`src/axi_lite_pkg.sv`:
```
`default_nettype none

package axi_lite_pkg;

  // response codes carried on R and B
  typedef enum logic [1:0] {
    OKAY   = 2'b00,
    EXOKAY = 2'b01,
    SLVERR = 2'b10,
    DECERR = 2'b11
  } axi_resp_e;

  // everything a master drives toward a slave
  typedef struct packed {
    logic        arvalid;
    logic [31:0] araddr;
    logic        rready;
    logic        awvalid;
    logic [31:0] awaddr;
    logic        wvalid;
    logic [31:0] wdata;
    logic [3:0]  wstrb;
    logic        bready;
  } axi_req_t;

  // everything a slave drives back to its master
  typedef struct packed {
    logic        arready;
    logic        rvalid;
    logic [31:0] rdata;
    axi_resp_e   rresp;
    logic        awready;
    logic        wready;
    logic        bvalid;
    axi_resp_e   bresp;
  } axi_rsp_t;

endpackage

`default_nettype wire

```
`src/soc_map_pkg.sv`:
```
`default_nettype none

package soc_map_pkg;

  // where the arbiter sends the current transaction
  typedef enum logic [1:0] {
    TARGET_NONE     = 2'd0,
    TARGET_CLINT    = 2'd1,
    TARGET_EXTERNAL = 2'd2
  } bus_target_e;

  // machine timer words, as byte offsets from the CLINT base
  localparam logic [31:0] MTIME_LO_OFFSET = 32'h0000_0048;
  localparam logic [31:0] MTIME_HI_OFFSET = 32'h0000_004c;

  localparam logic [31:0] CLINT_OFFSET_MASK = 32'h0000_00ff; // the CLINT decodes one 'h100 page

endpackage

`default_nettype wire

```
`src/clint.sv`:
```
`timescale 1ns/1ns
`default_nettype none

module clint
  import axi_lite_pkg::*;
  import soc_map_pkg::*;
#(
  parameter logic [31:0] CLINT_BASE = 32'ha000_0000
) (
  input  wire logic     clock,
  input  wire logic     reset,
  input  wire axi_req_t req,
  output axi_rsp_t      rsp
);

  logic [63:0] mtime;
  logic        read_pending;
  logic [31:0] read_data;
  axi_resp_e   read_resp;
  logic [31:0] offset;
  logic        ar_fire;

  assign offset  = (req.araddr - CLINT_BASE) & CLINT_OFFSET_MASK;
  assign ar_fire = req.arvalid & ~read_pending;

  // counts cycles since reset
  always_ff @(posedge clock) begin
    if (reset) begin
      mtime <= '0;
    end else begin
      mtime <= mtime + 64'd1;
    end
  end

  always_ff @(posedge clock) begin
    if (reset) begin
      read_pending <= 1'b0;
    end else if (ar_fire) begin
      read_pending <= 1'b1;
    end else if (req.rready) begin
      read_pending <= 1'b0; // R handshake since rvalid follows read_pending
    end
  end

  // the word is taken from the timer at the AR handshake
  always_ff @(posedge clock) begin
    if (ar_fire) begin
      if (offset == MTIME_LO_OFFSET) begin
        read_data <= mtime[31:0];
        read_resp <= OKAY;
      end else if (offset == MTIME_HI_OFFSET) begin
        read_data <= mtime[63:32];
        read_resp <= OKAY;
      end else begin
        read_data <= '0;
        read_resp <= SLVERR;
      end
    end
  end

  always_comb begin
    rsp         = '0;
    rsp.arready = ~read_pending;
    rsp.rvalid  = read_pending;
    rsp.rdata   = read_data;
    rsp.rresp   = read_resp;
    rsp.bresp   = OKAY; // write channel stays idle
  end

endmodule

`default_nettype wire

```
`src/bus_arbiter.sv`:
```
`timescale 1ns/1ns
`default_nettype none

module bus_arbiter
  import axi_lite_pkg::*;
  import soc_map_pkg::*;
#(
  parameter logic [31:0] CLINT_BASE = 32'ha000_0000
) (
  input  wire logic     clock,
  input  wire logic     reset,

  input  wire axi_req_t m0_req,
  output axi_rsp_t      m0_rsp,

  input  wire axi_req_t m1_req,
  output axi_rsp_t      m1_rsp,

  output axi_req_t      ext_req,
  input  wire axi_rsp_t ext_rsp,

  output axi_req_t      clint_req,
  input  wire axi_rsp_t clint_rsp
);

  typedef enum logic {
    IDLE,
    BUSY
  } arb_state_e;

  arb_state_e  state;
  logic        grant_m1;  // low grants master 0
  bus_target_e target;

  axi_req_t granted_req;
  axi_rsp_t target_rsp;
  logic     done;

  // keeps only the AR and R fields of a request
  function automatic axi_req_t read_channels_req(axi_req_t r);
    axi_req_t o;
    o         = '0;
    o.arvalid = r.arvalid;
    o.araddr  = r.araddr;
    o.rready  = r.rready;
    return o;
  endfunction

  // master 0 never writes, so its write responses stay quiet
  function automatic axi_rsp_t read_channels_rsp(axi_rsp_t r);
    axi_rsp_t o;
    o         = '0;
    o.arready = r.arready;
    o.rvalid  = r.rvalid;
    o.rdata   = r.rdata;
    o.rresp   = r.rresp;
    o.bresp   = OKAY;
    return o;
  endfunction

  function automatic logic is_timer_addr(logic [31:0] addr);
    return (addr == CLINT_BASE + MTIME_LO_OFFSET) || (addr == CLINT_BASE + MTIME_HI_OFFSET);
  endfunction

  assign granted_req = grant_m1 ? m1_req : read_channels_req(m0_req);

  // request toward the chosen target, response back from it
  always_comb begin
    ext_req    = '0;
    clint_req  = '0;
    target_rsp = '0;
    case (target)
      TARGET_CLINT: begin
        clint_req  = read_channels_req(granted_req); // only reads are decoded to the CLINT
        target_rsp = clint_rsp;
      end
      TARGET_EXTERNAL: begin
        ext_req    = granted_req;
        target_rsp = ext_rsp;
      end
      default: begin
        target_rsp = '0;
      end
    endcase
  end

  // the master without the grant sees an idle slave
  always_comb begin
    m0_rsp = '0;
    m1_rsp = '0;
    if (grant_m1) begin
      m1_rsp = target_rsp;
    end else begin
      m0_rsp = read_channels_rsp(target_rsp);
    end
  end

  // the transaction ends on the R handshake of a read or the B handshake of a write
  assign done = (target_rsp.rvalid & granted_req.rready) |
                (target_rsp.bvalid & granted_req.bready);

  always_ff @(posedge clock) begin
    if (reset) begin
      state    <= IDLE;
      grant_m1 <= 1'b0;
      target   <= TARGET_NONE;
    end else begin
      case (state)
        IDLE: begin
          if (m0_req.arvalid) begin
            grant_m1 <= 1'b0;
            target   <= is_timer_addr(m0_req.araddr) ? TARGET_CLINT : TARGET_EXTERNAL;
            state    <= BUSY;
          end else if (m1_req.arvalid || m1_req.awvalid) begin
            grant_m1 <= 1'b1;
            if (m1_req.arvalid && is_timer_addr(m1_req.araddr)) begin
              target <= TARGET_CLINT;
            end else begin
              target <= TARGET_EXTERNAL;
            end
            state <= BUSY;
          end
        end
        BUSY: begin
          if (done) begin
            target <= TARGET_NONE;  // grant_m1 matters only while BUSY
            state  <= IDLE;
          end
        end
        default: begin
          state <= IDLE;
        end
      endcase
    end
  end

endmodule

`default_nettype wire

```
`src/soc_bus_top.sv`:
```
`timescale 1ns/1ns
`default_nettype none

module soc_bus_top
  import axi_lite_pkg::*;
#(
  parameter logic [31:0] CLINT_BASE = 32'ha000_0000
) (
  input  wire logic     clock,
  input  wire logic     reset,

  input  wire axi_req_t m0_req,   // instruction fetch, reads only
  output axi_rsp_t      m0_rsp,

  input  wire axi_req_t m1_req,   // load/store
  output axi_rsp_t      m1_rsp,

  output axi_req_t      ext_req,
  input  wire axi_rsp_t ext_rsp
);

  axi_req_t clint_req;
  axi_rsp_t clint_rsp;

  bus_arbiter #(
    .CLINT_BASE (CLINT_BASE)
  ) arbiter (
    .clock     (clock),
    .reset     (reset),
    .m0_req    (m0_req),
    .m0_rsp    (m0_rsp),
    .m1_req    (m1_req),
    .m1_rsp    (m1_rsp),
    .ext_req   (ext_req),
    .ext_rsp   (ext_rsp),
    .clint_req (clint_req),
    .clint_rsp (clint_rsp)
  );

  clint #(
    .CLINT_BASE (CLINT_BASE)
  ) timer (
    .clock (clock),
    .reset (reset),
    .req   (clint_req),
    .rsp   (clint_rsp)
  );

endmodule

`default_nettype wire

```
`config.mk`:
```
export PLATFORM = sky130hd
export DESIGN_NAME = soc_bus_top
export DESIGN_NICKNAME = d
export VERILOG_FILES = /design/src/axi_lite_pkg.sv /design/src/soc_map_pkg.sv /design/src/clint.sv /design/src/bus_arbiter.sv /design/src/soc_bus_top.sv
export SDC_FILE = /design/constraint.sdc
export NUM_CORES = 1
export LEC_CHECK = 0
export ABC_AREA = 1
export BUFFER_PORTS_ARGS = -buffer_cell sky130_fd_sc_hd__buf_4
export CAP_MARGIN = 20
export CORE_AREA = 5 5 169 171
export CTS_BUF_LIST = sky130_fd_sc_hd__clkbuf_4 sky130_fd_sc_hd__clkbuf_8 sky130_fd_sc_hd__clkbuf_16
export CTS_CLUSTER_DIAMETER = 150
export CTS_CLUSTER_SIZE = 28
export DETAILED_ROUTE_END_ITERATION = 6
export DIE_AREA = 0 0 174 176
export SKIP_LAST_GASP = 1
export SLEW_MARGIN = 20
export SYNTH_ARGS = -nofsm -noshare
export SYNTH_HDL_FRONTEND = slang
export SYNTH_SLANG_ARGS = --single-unit
```
`constraint.sdc`:
```
create_clock -name clock -period 4.7 [get_ports clock]
set_input_delay 0 -clock clock [delete_from_list [all_inputs] [get_ports clock]]
set_output_delay 0 -clock clock [all_outputs]
set_load 0.01 [all_outputs]
```
==> results by group <==
Outcome
  – Status: finished clean

Hold path
  – Min-Delay Endpoint: arbiter.state
  – Worst min path class: input port to flop
  – Hold path depth: 4
  – Hold_sp: m1_req[0]

Finish
  – Register area: about 2400 um^2
  – Nets: between 1500 and 2000
  – Share of cells above drive strength 1: a little over a quarter
  – # fillers: between 2000 and 3000
  – Area grow syn2layout: 45.2%
  – Finished Layout Cells: 1929
  – Multi-input gate area: around 4200 um^2

Clocking
  – Hold bufs inserted after CTS: 0
  – CTS tree: built
  – CTS H-tree lvls: 3
  – CTS Sinks: approximately 100
  – CTS resizes: 0
  – Clock Latency Late Sink: approximately 0.37 ns
  – Clock tree root buffer cell: clkbuf_16
  – Cts bufs inserted: 9
  – Clk slew on worst S/H paths: roughly 0.07 ns
  – Clock Tree Buf Depth: 2
  – Post-CTS Setup Repair Bufs: 0

Logic synthesis
  – FFs w/ async S/R, synth: 0%
  – EDFF count, synth: 33
  – Area of the mapped netlist: approximately 7400 um^2
  – Synth cell count leaders: nor2_1 (369), nand2_1 (258), inv_1 (165), dfxtp_1 (69), o21ai_0 (58)
  – Sequential element share of the synthesized area: roughly 32%
  – Most numerous cell in the Yosys netlist: nor2_1
  – Yosys warns: 0
  – Top_reg_cell synth: dfxtp_1
  – Synthesized flop and latch total: about 100
  – Synth area leader: nor2_1
  – Cells after synthesis: around 1200
  – Share of Yosys cell area claimed by the top area cell type: between 10% and 20%
  – Synth area leaders: nor2_1 (19%), dfxtp_1 (19%), edfxtp_1 (13%)
  – Mapped Avg Cell Area: approximately 6.0 um^2
  – Cell variety after synth: 35

Setup path
  – R2r endpoint: timer.read_data[25]
  – CP cell instances: inv_1 -> ha_1 -> nand2_1 -> clkinv_1 -> buf_4 -> a22oi_1 -> nor2_1 -> buf_4
  – Crit-path max FO: 28
  – Delay-heaviest family, CP: buffers and inverters
  – CP Capture Type: primary output
  – Startpoint types: flop
  – Buf+Inv Stages, Crit Path: 4
  – Worst endpoint required time: between 4 and 5 ns
  – Highest-delay cell along the critical path: clkinv_1
  – R2R cell count: 8
  – Worst r2r src: arbiter.grant_m1
  – Arr. time, crit path: between 3 and 4 ns
  – CP max stage delay: about 0.56 ns
  – Most frequent CP cell: buf_4
  – WS Path Type: flop to primary output
  – Register-to-Register Setup Slack: about 1.7 ns

Global routing
  – Global route total overflow: 0
  – Global-route wire length before repair: approximately 55 mm
  – Vias in the first global route: approximately 8700
  – GRT Total Usage: ~24%
  – Initial antenna violation count: 13
  – Largest net degree at the start of global routing: 67

STA
  – Relative slew slack: between 40% and 50%
  – RSZ-0062 raised after global routing: false
  – Final setup vio count: 0
  – Final Max Slew Viols: 0
  – Skew final: roughly 0.012 ns
  – Setup_tns: 0 ns
  – Period utilisation layout: between 60 and 70%
  – Fmax: around 310 MHz
  – Min Clock Period, post-route: roughly 3.2 ns
  – Final Hold Fails: 0
  – Worst slew pin tran: roughly 0.88 ns

Placement
  – PortBufs: 363
  – DPL Wire Length: about 34 mm
  – # placed instances: 1905
  – Gpl congestion: between 0.9 and 1

Floorplanning
  – Boundary pin count: 440
  – Die Width: approximately 170 um
  – Core region area: 26700 um^2
  – Die footprint: slightly above 30000 um^2
  – Die Y: between 150 and 200 um
  – Initial Util: 27.7%
  – Row count: 60

Detailed routing
  – DR pass1 iterations: 5
  – Iter 0 DRT Violations: approximately 790
  – DR vias: ~9300
  – DRC viols: 0
  – Via/cell ratio: 4.81
  – WL final: roughly 39 mm
  – WL per Instance: 20.4 um
  – Antenna viol nets, final: 0

Power
  – Lkg Pwr: about 0.0047 uW
  – PwrDens: roughly 200 nW/um^2
  – Worst VDD drop: roughly 0.12 mV

Job
  – Max-cap violations: 0
[tightest hold or removal path, stage by stage]
cell and delay, ns:
buf_4 0.09, nand4_1 0.08, nand3_1 0.11, a21oi_1 0.06
[kinds of logic after synthesis]
group                    synth area share [%]
AND/OR/NAND/NOR                          39.9
buffers and inverters                    11.7
AO/OA/AOI/OAI                            14.1
flip-flops                               32.1
XOR/XNOR                                 1.66
adder cells (fa/ha/maj)                 0.508
other                                  0.0507
[power by group]
part / switching (uW) / internal [uW]
logic: 236 / 204
clock network: 359 / 470
registers: 11.0 / 907
[per-layer routing]
layer | track usage (%) | routed length [um]
met1 | 27.2 | 15000
met2 | 43.9 | 20100
met3 | 6.83 | 3140
met4 | 9.04 | 1090
met5 | 0 | 41
[how the worst max path moves through the flow]
stage,from,endpoint,cells after the start
finish,arbiter.target[0],m0_rsp[9],8
global route,arbiter.target[0],m0_rsp[9],8
CTS,arbiter.target[0],m1_rsp[27],7
detailed placement,arbiter.grant_m1,timer.read_data[0],8
global placement,arbiter.grant_m1,timer.read_data[0],8
floorplan,arbiter.grant_m1,timer.read_data[0],3
[through the flow]
| stage | instance area (um^2) | worst slack, ns | power [uW] | utilization (%) | hold slack [ns] |
|---|---|---|---|---|---|
| 2_1_floorplan | 7410 | 1.23 | 1110 | - | 0.0871 |
| 3_3_place_gp | 10400 | 1.75 | 1380 | 38.9 | 0.308 |
| 3_5_place_dp | 10400 | 1.73 | 1380 | 38.9 | 0.309 |
| 4_1_cts | 10700 | 1.45 | 2200 | 40.1 | 0.0259 |
| 5_1_grt | 10700 | 1.24 | 2270 | 40.2 | 0.0722 |
| 6_report | 10700 | 1.50 | 2190 | 40.2 | 0.0372 |
[placed cells by master (no fill, tap or decap), types with 21 or more instances in the layout]
master and instances:
buf_4 370, nand3_1 36, a21oi_1 56, edfxtp_1 33, dfxtp_1 68, nand2_1 257, nor2_1 368, inv_1 165
o21ai_0 58, a22oi_1 33, nand4_1 29, o21ai_2 21
[sequential cells by signal, indices dropped and copies added, names as in the netlist]
name,flops
arbiter.grant_m1,1
arbiter.state,1
arbiter.target,2
timer.mtime,64
timer.read_data,32
timer.read_pending,1
timer.read_resp,1
[final cells by class]
cell class,instances,area share (%)
Antenna cell,8,0.186
Tap cell,341,3.97
Inverter,169,5.92
Clock inverter,7,0.897
Multi-Input combinational cell,923,39.0
Clock buffer,9,2.10
Sequential cell,102,22.1
Timing Repair Buffer,370,25.9
No activity file was read; power rests on OpenSTA's default activity.
